$ cat src/hw/alu_pkg.sv
/*
  ALU operations and the datapath mux selects driven by the decoder.
*/
`default_nettype none

package alu_pkg;

  typedef enum logic [3:0] {
    ALU_ADD,
    ALU_SUB,
    ALU_SLL,
    ALU_SRL,
    ALU_SRA,
    ALU_AND,
    ALU_OR,
    ALU_XOR,
    ALU_SLT,
    ALU_SLTU
  } alu_op_t;

  // First ALU operand
  typedef enum logic {
    A_RS1,
    A_PC
  } alu_a_sel_t;

  // Second ALU operand
  typedef enum logic {
    B_RS2,
    B_IMM
  } alu_b_sel_t;

  // Register write-back source
  typedef enum logic [1:0] {
    W_LOAD,
    W_LINK,
    W_LUI,
    W_ALU
  } w_sel_t;

endpackage

`default_nettype wire

$ cat src/hw/rv32i_pkg.sv
/*
  RV32I base encodings shared by the decoder and the core.
  Only the opcodes and funct3 groups that the core handles are listed.
*/
`default_nettype none

package rv32i_pkg;

  // Major opcodes, instruction bits [6:0]
  typedef enum logic [6:0] {
    LUI     = 7'b0110111,
    AUIPC   = 7'b0010111,
    JAL     = 7'b1101111,
    JALR    = 7'b1100111,
    BRANCH  = 7'b1100011,
    LOAD    = 7'b0000011,
    STORE   = 7'b0100011,
    IMMED   = 7'b0010011,
    REGREG  = 7'b0110011,
    MISCMEM = 7'b0001111,
    SYSTEM  = 7'b1110011
  } opcode_t;

  // Same funct3 codes for OP and OP-IMM
  typedef enum logic [2:0] {
    ADDSUB = 3'b000,
    SLL    = 3'b001,
    SLT    = 3'b010,
    SLTU   = 3'b011,
    XOR    = 3'b100,
    SR     = 3'b101,
    OR     = 3'b110,
    AND    = 3'b111
  } alu_funct3_t;

  typedef enum logic [2:0] {
    LB  = 3'b000,
    LH  = 3'b001,
    LW  = 3'b010,
    LBU = 3'b100,
    LHU = 3'b101
  } load_t;

  typedef enum logic [2:0] {
    BEQ  = 3'b000,
    BNE  = 3'b001,
    BLT  = 3'b100,
    BGE  = 3'b101,
    BLTU = 3'b110,
    BGEU = 3'b111
  } branch_t;

  // EBREAK stops the core
  localparam logic [31:0] HALT_INSN = 32'h0010_0073;
  localparam logic [31:0] RESET_PC  = 32'h0000_0000;

endpackage

`default_nettype wire
$ cat src/hw/rv32i_core.sv
/*
  Single-cycle RV32I core. Both memories must answer in the same cycle.
  EBREAK or an illegal word stops the core until reset; the PC then holds.
*/
`default_nettype none

module rv32i_core (
  input  logic        clk_i,
  input  logic        arst_n_i,
  output logic [31:0] imem_addr_o,
  input  logic [31:0] imem_rdata_i,
  output logic [31:0] dmem_addr_o,
  output logic [31:0] dmem_wdata_o,
  output logic        dmem_wen_o,
  output logic        dmem_ren_o,
  input  logic [31:0] dmem_rdata_i,
  output logic        halt_o,
  output logic        illegal_o
);

  logic [31:0] pc_q, pc_next, pc_plus4;
  logic        halt_q, illegal_q, commit;
  logic [4:0]  rs1, rs2, rd;
  logic [31:0] imm, rdata1, rdata2, alu_a, alu_b, alu_result;
  logic [31:0] load_data, wdata;
  logic [7:0]  ld_byte;
  logic [15:0] ld_half;
  logic        rf_wen, dwen, dren, is_branch, is_jump, is_jalr;
  logic        cu_halt, cu_illegal, taken;
  alu_pkg::alu_op_t     alu_op;
  alu_pkg::alu_a_sel_t  alu_a_sel;
  alu_pkg::alu_b_sel_t  alu_b_sel;
  alu_pkg::w_sel_t      w_sel;
  rv32i_pkg::load_t     load_type;
  rv32i_pkg::branch_t   branch_type;

  control_unit u_cu (
    .instr_i       (imem_rdata_i),
    .opcode_o      (),
    .rs1_o         (rs1),
    .rs2_o         (rs2),
    .rd_o          (rd),
    .imm_o         (imm),
    .alu_op_o      (alu_op),
    .alu_a_sel_o   (alu_a_sel),
    .alu_b_sel_o   (alu_b_sel),
    .w_sel_o       (w_sel),
    .load_type_o   (load_type),
    .branch_type_o (branch_type),
    .wen_o         (rf_wen),
    .dwen_o        (dwen),
    .dren_o        (dren),
    .branch_o      (is_branch),
    .jump_o        (is_jump),
    .jalr_o        (is_jalr),
    .halt_o        (cu_halt),
    .illegal_o     (cu_illegal)
  );

  // Nothing commits once stopped, nor for the stopping word itself
  assign commit = ~(halt_q | illegal_q | cu_halt | cu_illegal);

  reg_file u_rf (
    .clk_i    (clk_i),
    .arst_n_i (arst_n_i),
    .rs1_i    (rs1),
    .rs2_i    (rs2),
    .rd_i     (rd),
    .wen_i    (rf_wen & commit),
    .wdata_i  (wdata),
    .rdata1_o (rdata1),
    .rdata2_o (rdata2)
  );

  assign alu_a = (alu_a_sel == alu_pkg::A_PC) ? pc_q : rdata1;
  assign alu_b = (alu_b_sel == alu_pkg::B_IMM) ? imm : rdata2;

  alu u_alu (
    .alu_op_i (alu_op),
    .a_i      (alu_a),
    .b_i      (alu_b),
    .result_o (alu_result)
  );

  always_comb begin
    case (branch_type)
      rv32i_pkg::BEQ:  taken = (rdata1 == rdata2);
      rv32i_pkg::BNE:  taken = (rdata1 != rdata2);
      rv32i_pkg::BLT:  taken = ($signed(rdata1) < $signed(rdata2));
      rv32i_pkg::BGE:  taken = ($signed(rdata1) >= $signed(rdata2));
      rv32i_pkg::BLTU: taken = (rdata1 < rdata2);
      rv32i_pkg::BGEU: taken = (rdata1 >= rdata2);
      default:         taken = 1'b0;
    endcase
  end

  // Byte lane from the low address bits of the aligned word
  assign ld_byte = dmem_rdata_i[{alu_result[1:0], 3'b000} +: 8];
  assign ld_half = alu_result[1] ? dmem_rdata_i[31:16] : dmem_rdata_i[15:0];

  always_comb begin
    case (load_type)
      rv32i_pkg::LB:  load_data = {{24{ld_byte[7]}}, ld_byte};
      rv32i_pkg::LBU: load_data = {24'b0, ld_byte};
      rv32i_pkg::LH:  load_data = {{16{ld_half[15]}}, ld_half};
      rv32i_pkg::LHU: load_data = {16'b0, ld_half};
      default:        load_data = dmem_rdata_i;
    endcase
  end

  assign pc_plus4 = pc_q + 32'd4;

  always_comb begin
    case (w_sel)
      alu_pkg::W_LOAD: wdata = load_data;
      alu_pkg::W_LINK: wdata = pc_plus4;
      alu_pkg::W_LUI:  wdata = imm;
      default:         wdata = alu_result;
    endcase
  end

  always_comb begin
    if (is_jalr)
      pc_next = (rdata1 + imm) & ~32'd1;
    else if (is_jump || (is_branch && taken))
      pc_next = pc_q + imm;
    else
      pc_next = pc_plus4;
  end

  always_ff @(posedge clk_i or negedge arst_n_i) begin
    if (!arst_n_i) begin
      pc_q      <= rv32i_pkg::RESET_PC;
      halt_q    <= 1'b0;
      illegal_q <= 1'b0;
    end else if (commit) begin
      pc_q <= pc_next;
    end else if (!halt_q && !illegal_q) begin
      halt_q    <= cu_halt;
      illegal_q <= cu_illegal & ~cu_halt;
    end
  end

  assign imem_addr_o  = pc_q;
  assign dmem_addr_o  = alu_result;
  assign dmem_wdata_o = rdata2;
  assign dmem_wen_o   = dwen & commit;
  assign dmem_ren_o   = dren & commit;
  assign halt_o       = halt_q;
  assign illegal_o    = illegal_q;

endmodule

`default_nettype wire

$ cat src/hw/alu.sv
/*
  32-bit integer ALU for the RV32I operations. Shifts use b_i[4:0].
*/
`default_nettype none

module alu (
  input  alu_pkg::alu_op_t alu_op_i,
  input  logic [31:0]      a_i,
  input  logic [31:0]      b_i,
  output logic [31:0]      result_o
);

  logic [4:0] shamt;

  assign shamt = b_i[4:0];

  always_comb begin
    case (alu_op_i)
      alu_pkg::ALU_ADD:  result_o = a_i + b_i;
      alu_pkg::ALU_SUB:  result_o = a_i - b_i;
      alu_pkg::ALU_SLL:  result_o = a_i << shamt;
      alu_pkg::ALU_SRL:  result_o = a_i >> shamt;
      alu_pkg::ALU_SRA:  result_o = $signed(a_i) >>> shamt;
      alu_pkg::ALU_AND:  result_o = a_i & b_i;
      alu_pkg::ALU_OR:   result_o = a_i | b_i;
      alu_pkg::ALU_XOR:  result_o = a_i ^ b_i;
      // Compares give 0 or 1
      alu_pkg::ALU_SLT:  result_o = {31'b0, $signed(a_i) < $signed(b_i)};
      alu_pkg::ALU_SLTU: result_o = {31'b0, a_i < b_i};
      default:           result_o = a_i + b_i;
    endcase
  end

endmodule

`default_nettype wire

$ cat src/hw/reg_file.sv
/*
  32 x 32-bit register file. Reads are combinational, the write lands on
  the rising edge. x0 always reads zero.
*/
`default_nettype none

module reg_file (
  input  logic        clk_i,
  input  logic        arst_n_i,
  input  logic [4:0]  rs1_i,
  input  logic [4:0]  rs2_i,
  input  logic [4:0]  rd_i,
  input  logic        wen_i,
  input  logic [31:0] wdata_i,
  output logic [31:0] rdata1_o,
  output logic [31:0] rdata2_o
);

  logic [31:0] regs [32];

  always_ff @(posedge clk_i or negedge arst_n_i) begin
    if (!arst_n_i) begin
      for (int i = 0; i < 32; i++) begin
        regs[i] <= '0;
      end
    end else if (wen_i && rd_i != 5'd0) begin
      regs[rd_i] <= wdata_i;
    end
  end

  // x0 is never written, so it stays at its reset value
  assign rdata1_o = regs[rs1_i];
  assign rdata2_o = regs[rs2_i];

endmodule

`default_nettype wire

$ cat src/hw/control_unit.sv
/*
  Combinational RV32I decoder. Only SW is decoded as a store; other store
  widths write the full word. FENCE and non-EBREAK SYSTEM words are no-ops.
*/
`default_nettype none

module control_unit (
  input  logic [31:0]           instr_i,
  output rv32i_pkg::opcode_t    opcode_o,
  output logic [4:0]            rs1_o,
  output logic [4:0]            rs2_o,
  output logic [4:0]            rd_o,
  output logic [31:0]           imm_o,
  output alu_pkg::alu_op_t      alu_op_o,
  output alu_pkg::alu_a_sel_t   alu_a_sel_o,
  output alu_pkg::alu_b_sel_t   alu_b_sel_o,
  output alu_pkg::w_sel_t       w_sel_o,
  output rv32i_pkg::load_t      load_type_o,
  output rv32i_pkg::branch_t    branch_type_o,
  output logic                  wen_o,
  output logic                  dwen_o,
  output logic                  dren_o,
  output logic                  branch_o,
  output logic                  jump_o,
  output logic                  jalr_o,
  output logic                  halt_o,
  output logic                  illegal_o
);

  rv32i_pkg::alu_funct3_t funct3;
  logic [31:0] imm_i, imm_s, imm_b, imm_u, imm_j;
  logic        shamt_sel;
  logic        is_imm, is_reg, is_arith;

  assign opcode_o = rv32i_pkg::opcode_t'(instr_i[6:0]);
  assign funct3   = rv32i_pkg::alu_funct3_t'(instr_i[14:12]);

  assign rs1_o = instr_i[19:15];
  assign rs2_o = instr_i[24:20];
  assign rd_o  = instr_i[11:7];

  // Immediates per format, all sign-extended from bit 31
  assign imm_i = {{20{instr_i[31]}}, instr_i[31:20]};
  assign imm_s = {{20{instr_i[31]}}, instr_i[31:25], instr_i[11:7]};
  assign imm_b = {{19{instr_i[31]}}, instr_i[31], instr_i[7], instr_i[30:25],
                  instr_i[11:8], 1'b0};
  assign imm_u = {instr_i[31:12], 12'b0};
  assign imm_j = {{11{instr_i[31]}}, instr_i[31], instr_i[19:12], instr_i[20],
                  instr_i[30:21], 1'b0};

  assign is_imm   = (opcode_o == rv32i_pkg::IMMED);
  assign is_reg   = (opcode_o == rv32i_pkg::REGREG);
  assign is_arith = is_imm | is_reg;

  // SRAI carries bit 30 in the I field, so pass only the shift amount
  assign shamt_sel = is_imm && (funct3 == rv32i_pkg::SLL || funct3 == rv32i_pkg::SR);

  always_comb begin
    case (opcode_o)
      rv32i_pkg::STORE:  imm_o = imm_s;
      rv32i_pkg::BRANCH: imm_o = imm_b;
      rv32i_pkg::LUI,
      rv32i_pkg::AUIPC:  imm_o = imm_u;
      rv32i_pkg::JAL:    imm_o = imm_j;
      default:           imm_o = shamt_sel ? {27'b0, instr_i[24:20]} : imm_i;
    endcase
  end

  assign load_type_o   = rv32i_pkg::load_t'(instr_i[14:12]);
  assign branch_type_o = rv32i_pkg::branch_t'(instr_i[14:12]);

  assign alu_a_sel_o = (opcode_o == rv32i_pkg::AUIPC) ? alu_pkg::A_PC : alu_pkg::A_RS1;
  assign alu_b_sel_o = (is_reg || opcode_o == rv32i_pkg::BRANCH) ? alu_pkg::B_RS2
                                                                  : alu_pkg::B_IMM;

  always_comb begin
    case (opcode_o)
      rv32i_pkg::LOAD:    w_sel_o = alu_pkg::W_LOAD;
      rv32i_pkg::JAL,
      rv32i_pkg::JALR:    w_sel_o = alu_pkg::W_LINK;
      rv32i_pkg::LUI:     w_sel_o = alu_pkg::W_LUI;
      default:            w_sel_o = alu_pkg::W_ALU;
    endcase
  end

  always_comb begin
    case (opcode_o)
      rv32i_pkg::IMMED, rv32i_pkg::REGREG,
      rv32i_pkg::LUI, rv32i_pkg::AUIPC,
      rv32i_pkg::JAL, rv32i_pkg::JALR,
      rv32i_pkg::LOAD:    wen_o = 1'b1;
      default:            wen_o = 1'b0;
    endcase
  end

  assign dwen_o   = (opcode_o == rv32i_pkg::STORE);
  assign dren_o   = (opcode_o == rv32i_pkg::LOAD);
  assign branch_o = (opcode_o == rv32i_pkg::BRANCH);
  assign jump_o   = (opcode_o == rv32i_pkg::JAL) || (opcode_o == rv32i_pkg::JALR);
  assign jalr_o   = (opcode_o == rv32i_pkg::JALR);

  // Loads, stores and AUIPC fall through to ADD
  always_comb begin
    if (!is_arith)
      alu_op_o = alu_pkg::ALU_ADD;
    else if (funct3 == rv32i_pkg::SLL)
      alu_op_o = alu_pkg::ALU_SLL;
    else if (funct3 == rv32i_pkg::SR && instr_i[30])
      alu_op_o = alu_pkg::ALU_SRA;
    else if (funct3 == rv32i_pkg::SR)
      alu_op_o = alu_pkg::ALU_SRL;
    else if (funct3 == rv32i_pkg::ADDSUB && is_reg && instr_i[30])
      alu_op_o = alu_pkg::ALU_SUB;
    else if (funct3 == rv32i_pkg::AND)
      alu_op_o = alu_pkg::ALU_AND;
    else if (funct3 == rv32i_pkg::OR)
      alu_op_o = alu_pkg::ALU_OR;
    else if (funct3 == rv32i_pkg::XOR)
      alu_op_o = alu_pkg::ALU_XOR;
    else if (funct3 == rv32i_pkg::SLT)
      alu_op_o = alu_pkg::ALU_SLT;
    else if (funct3 == rv32i_pkg::SLTU)
      alu_op_o = alu_pkg::ALU_SLTU;
    else
      alu_op_o = alu_pkg::ALU_ADD;
  end

  assign halt_o = (instr_i == rv32i_pkg::HALT_INSN);

  // funct7 bit 0 set means an M-extension word
  always_comb begin
    case (opcode_o)
      rv32i_pkg::REGREG:  illegal_o = instr_i[25];
      rv32i_pkg::LUI, rv32i_pkg::AUIPC,
      rv32i_pkg::JAL, rv32i_pkg::JALR,
      rv32i_pkg::BRANCH, rv32i_pkg::LOAD,
      rv32i_pkg::STORE, rv32i_pkg::IMMED,
      rv32i_pkg::MISCMEM, rv32i_pkg::SYSTEM: illegal_o = 1'b0;
      default:            illegal_o = 1'b1;
    endcase
  end

endmodule

`default_nettype wire

$ cat config.mk
export PLATFORM = sky130hd
export DESIGN_NAME = rv32i_core
export DESIGN_NICKNAME = d
export VERILOG_FILES = /design/src/hw/alu_pkg.sv /design/src/hw/rv32i_pkg.sv /design/src/hw/rv32i_core.sv /design/src/hw/alu.sv /design/src/hw/reg_file.sv /design/src/hw/control_unit.sv
export SDC_FILE = /design/constraint.sdc
export NUM_CORES = 2
export LEC_CHECK = 0
export BUFFER_PORTS_ARGS = -buffer_cell sky130_fd_sc_hd__buf_2
export CAP_MARGIN = 20
export CORE_MARGIN = 2
export CORE_UTILIZATION = 60
export CTS_CLUSTER_SIZE = 16
export DETAILED_ROUTE_END_ITERATION = 10
export HOLD_SLACK_MARGIN = 0.15
export PLACE_DENSITY = 0.77
export SLEW_MARGIN = 20
export SYNTH_ARGS = -nofsm -noshare
export SYNTH_HDL_FRONTEND = slang
export SYNTH_SLANG_ARGS = --single-unit
$ cat constraint.sdc
create_clock -name clk_i -period 16.21 [get_ports clk_i]
set_input_delay 0.8105 -clock clk_i [delete_from_list [all_inputs] [get_ports clk_i]]
set_output_delay 0.8105 -clock clk_i [all_outputs]
set_load 0.02 [all_outputs]
==> results by stage <==
Outcome:
- The flow ran to the end, and the final reports show no timing, DRC or antenna violations.

Floorplan:
- The effective utilization at floorplan is about three fifths.
- The floorplan has about 130 rows.
- The standard cell core area is 0.118 sq mm.
- The die span in y is about 350 um.
- In this run the count of I/O pins placed on the die edge is roughly 170.
- The die covers 0.121 sq mm.
- The die is 348 um wide.

Clock tree:
- TritonCTS built the clock tree.
- The tree is rooted in a clkbuf_16.
- The post-cts sizing count is 0.
- The number of sinks handled by clock tree synthesis is 1,058.
- The H-tree depth is 3.
- The clock-pin transition on the worst setup and hold timing paths is 0.06 ns.
- Clock tree synthesis inserted a total of 107 buffers.
- The clock network latency to the later pin of the worst-skew pair is roughly 0.75 ns.
- The number of buffers on the longest clock path is 3.

Critical path:
- Measured in cells, the most critical reg-to-reg path has a length of 24.
- Along the worst path, the maximum fanout reaches 84.
- The internal reg-to-reg setup slack is ~8.0 ns.
- The top cell family by delay on the critical path is compound AO/OA/AOI/OAI gates.
- The worst endpoint data arrival time is between 9 and 10 ns.
- The worst register-to-register path begins at u_rf.regs[545].
- The worst setup path is captured at an output port.
- Traced cell by cell, the critical path runs through buf_8 > buf_4 > buf_12 > mux4_2 > mux4_2 > mux2i_1 > o21ai_0 > ha_1 > nor4_1 > and2_1 > a311oi_1 > nor2_1 > a211oi_1 > o41ai_1 > o21ai_0 > a21oi_1 > a211oi_1 > nor3_1 > inv_1 > buf_2.
- The library cell contributing the largest single delay on the critical path is o41ai_1.
- The critical path's largest stage delay is roughly 0.9 ns.
- In this run the critical register-to-register path is captured at u_rf.regs[119].
- The worst path required time is ~15 ns.
- The critical path is of the in2out type.
- The worst setup path is launched from a primary input.
- The critical path contains buffers and inverters numbering 5 combined.

Drt:
- In the routed layout, each cell is associated on average with a via count of between 7 and 8.
- The detailed-route wire length per cell is ~35 um.
- The met2 routed wirelength is between 100 and 150 mm.
- The detailed router finished its first iteration with approximately 10k violations.
- For this block, wires on met1 add up to approximately 110 mm.
- Across all layers, the routed design uses around 66k vias.
- The detailed-router iteration count before antenna repair is 7.
- The topmost layer with routed signal wires is met5.
- The residual antenna-violating net count after detailed routing is 0.
- After detailed routing, the met3 layer carries about 47 mm of wire.
- The final wirelength is slightly above 300 mm.
- The remaining design rule violation count is 0.

Timing:
- The timing-limited maximum frequency is roughly 100 MHz.
- The worst max-slew margin expressed relative to the limit is just under 8%.
- The clock skew is approximately 0.063 ns.
- Setup repair after global routing left no endpoint under its margin.
- The number of hold-slack violations in the final timing report is 0.
- After layout, the worst path uses a little over 60% of the clock period.
- The worst path needs approximately 10 ns of the cycle, external delays included.
- The final number of max-transition violations is 0.
- At the pin with the least slew margin, the transition time is ~1.4 ns.
- Setup violations remaining at the end of the flow were counted as 0.
- The total negative slack for setup checks is 0 ns.

Synthesis:
- The average cell area after synthesis is a little under 10 sq um.
- Yosys mapped a number of flops with a built-in enable equal to 0.
- By count the netlist is led by dfrtp_1 (1,058), nand2_1 (843), nor2_1 (765), o21ai_0 (613), a21oi_1 (575).
- The count of cell types in the netlist is slightly above 100.
- The dominant cell by count in the synthesized netlist is dfrtp_1.
- When the netlist entered floorplanning its net count stood at 7,577.
- In the synthesized netlist the dominant register cell turns out to be dfrtp_1.
- The largest area contributor in the synthesized netlist is dfrtp_1.
- Counting every instance in the synthesized netlist gives between 7k and 8k.
- In the post-synthesis netlist, the biggest area contributors are dfrtp_1 (37%), mux4_2 (16%), nand2_1 (4.5%), o21ai_0 (4.3%), a21oi_1 (4.1%).
- The proportion of synthesized chip area in sequential cells is a little under two fifths.
- Of the post-synthesis cell area, the dominant cell type holds between 30% and 40%.
- Summing every instance area after synthesis gives about 0.07 sq mm.
- The flop and latch count out of synthesis is 1,058.
- The share of flip-flops with an asynchronous set or reset after synthesis is 100%.
- The number of synthesis warnings is 0.

Global routing:
- The aggregate global routing overflow is 0.
- The number of global-route vias before repair came to 63.2k.
- The pin count of the biggest net entering global routing is between 100 and 150.
- The all-layer global routing usage is approximately half.
- The wire length of the first global-routing pass is about 440 mm.
- The number of antenna violations at the first check in global routing is 22.

Layout:
- Relative to the synthesized area, the layout overhead comes to 8.19%.
- The net count of the finished layout is around 7.4k.
- The area occupied by registers is about 0.026 sq mm.
- In the final layout, the share of cells above drive strength 1 is between 10% and 20%.
- The footprint of the multi-input gates is 0.0413 sq mm.
- The filler cells instantiated in the layout total 9,245.

Power and ir drop:
- The highest ir drop seen on vdd is about 110 uV.
- The total power per unit cell area is between 90 and 100 mW/mm^2.
- The total power of the final layout is between 6 and 7 mW.
- The leakage power figure is 33.9 nW.

Placement:
- After legalization and detailed placement, the total HPWL measured 211 mm.
- The global placement routability congestion is 1.12.
- The total of buffers placed on input and output ports is between 150 and 200.

Hold path:
- The path with the worst hold slack has its endpoint at u_rf.regs[1001].
- The startpoint identified for the worst hold timing path is u_rf.regs[1001].
- The kind of path behind the tightest hold check is reg2reg.
- The depth of the worst hold-timing path is 0.

Run:
- The tool flagged a number of max-cap violations equal to 0.
[timing repair]
action	CTS	global route
hold endpoints to repair	64	0
setup endpoints to repair	0	0
buffers inserted	0	0
hold buffers	1	0
[placed cells by master, fill, tap and decap left out, drive strengths merged, types with 153 or more instances in the layout]
master / count
mux4: 492
buf: 398
mux2: 182
ha: 191
a21oi: 577
mux2i: 215
nand3: 184
dfrtp: 1058
clkbuf: 153
o21ai: 702
nor2: 767
inv: 178
nand2: 844
[worst max-delay path by stage]
stage	startpoint	to	slack, ns	cells past startpoint
global route	imem_rdata_i[20]	dmem_addr_o[29]	5.91	20
detailed placement	imem_rdata_i[20]	u_rf.regs[378]	6.14	21
floorplan	imem_rdata_i[20]	u_rf.regs[959]	7.79	29
CTS	imem_rdata_i[20]	dmem_addr_o[29]	6.36	20
finish	imem_rdata_i[20]	dmem_addr_o[29]	6.10	20
global placement	imem_rdata_i[20]	u_rf.regs[981]	6.07	21
[registers in the layout, indices dropped and copies added (netlist names)]
| name | flops |
|---|---|
| imem_addr_o | 32 |
| u_rf.regs | 1024 |
| illegal_o | 1 |
| halt_o | 1 |
[metrics by stage]
step	cells	setup slack (ns)	hold WS [ns]	instance area [sq um]	util [%]
after detailed placement	8567	6.14	0.382	72900	62.0
after CTS	8768	6.36	0.397	76600	65.2
final	8781	6.10	0.397	76800	65.3
after floorplan	7316	7.79	0.441	71000	-
after global routing	8773	5.91	0.405	76800	65.3
after global placement	8567	6.07	0.376	72900	62.0
[power by group]
group	switching, mW	internal [mW]	leakage [nW]	total, mW
combinational	1.21	0.437	17.4	1.65
clock	1.13	1.48	1.82	2.61
sequential	0.00870	2.64	14.8	2.65
total	2.35	4.56	33.9	6.91
[layer usage]
| metal | track usage [%] | vias up |
|---|---|---|
| met3 | 21.0 | 1419 |
| met1 | 63.5 | 32154 |
| met2 | 70.9 | 5548 |
| li1 | - | 26618 |
| met4 | 36.4 | 26 |
| met5 | 0 | - |
[layout make-up]
cell class,count,area share (%)
clock buffers,153,4.07
inverters,172,0.844
well taps,1536,2.50
repair buffers,399,3.52
diodes,9,0.0293
flip-flops and latches,1058,34.5
multi-input cells,5407,53.8
clock inverters,47,0.751
[kinds of logic (layout without fill, tap and decap cells)]
group                      Yosys count  in the layout  share of synthesized area, %
muxes                              889            889                          21.6
adders and majority gates          195            195                          3.48
DFF                               1058           1058                          37.3
AOI/OAI and AO/OA                 2103           2103                          18.5
other                                0              9                             0
xor gates and xnor gates            97             97                          1.20
buffers and inverters              851            771                          5.21
and+or+nand+nor                   2123           2123                          12.8
Note: power is estimated with default switching activity, not from simulation.
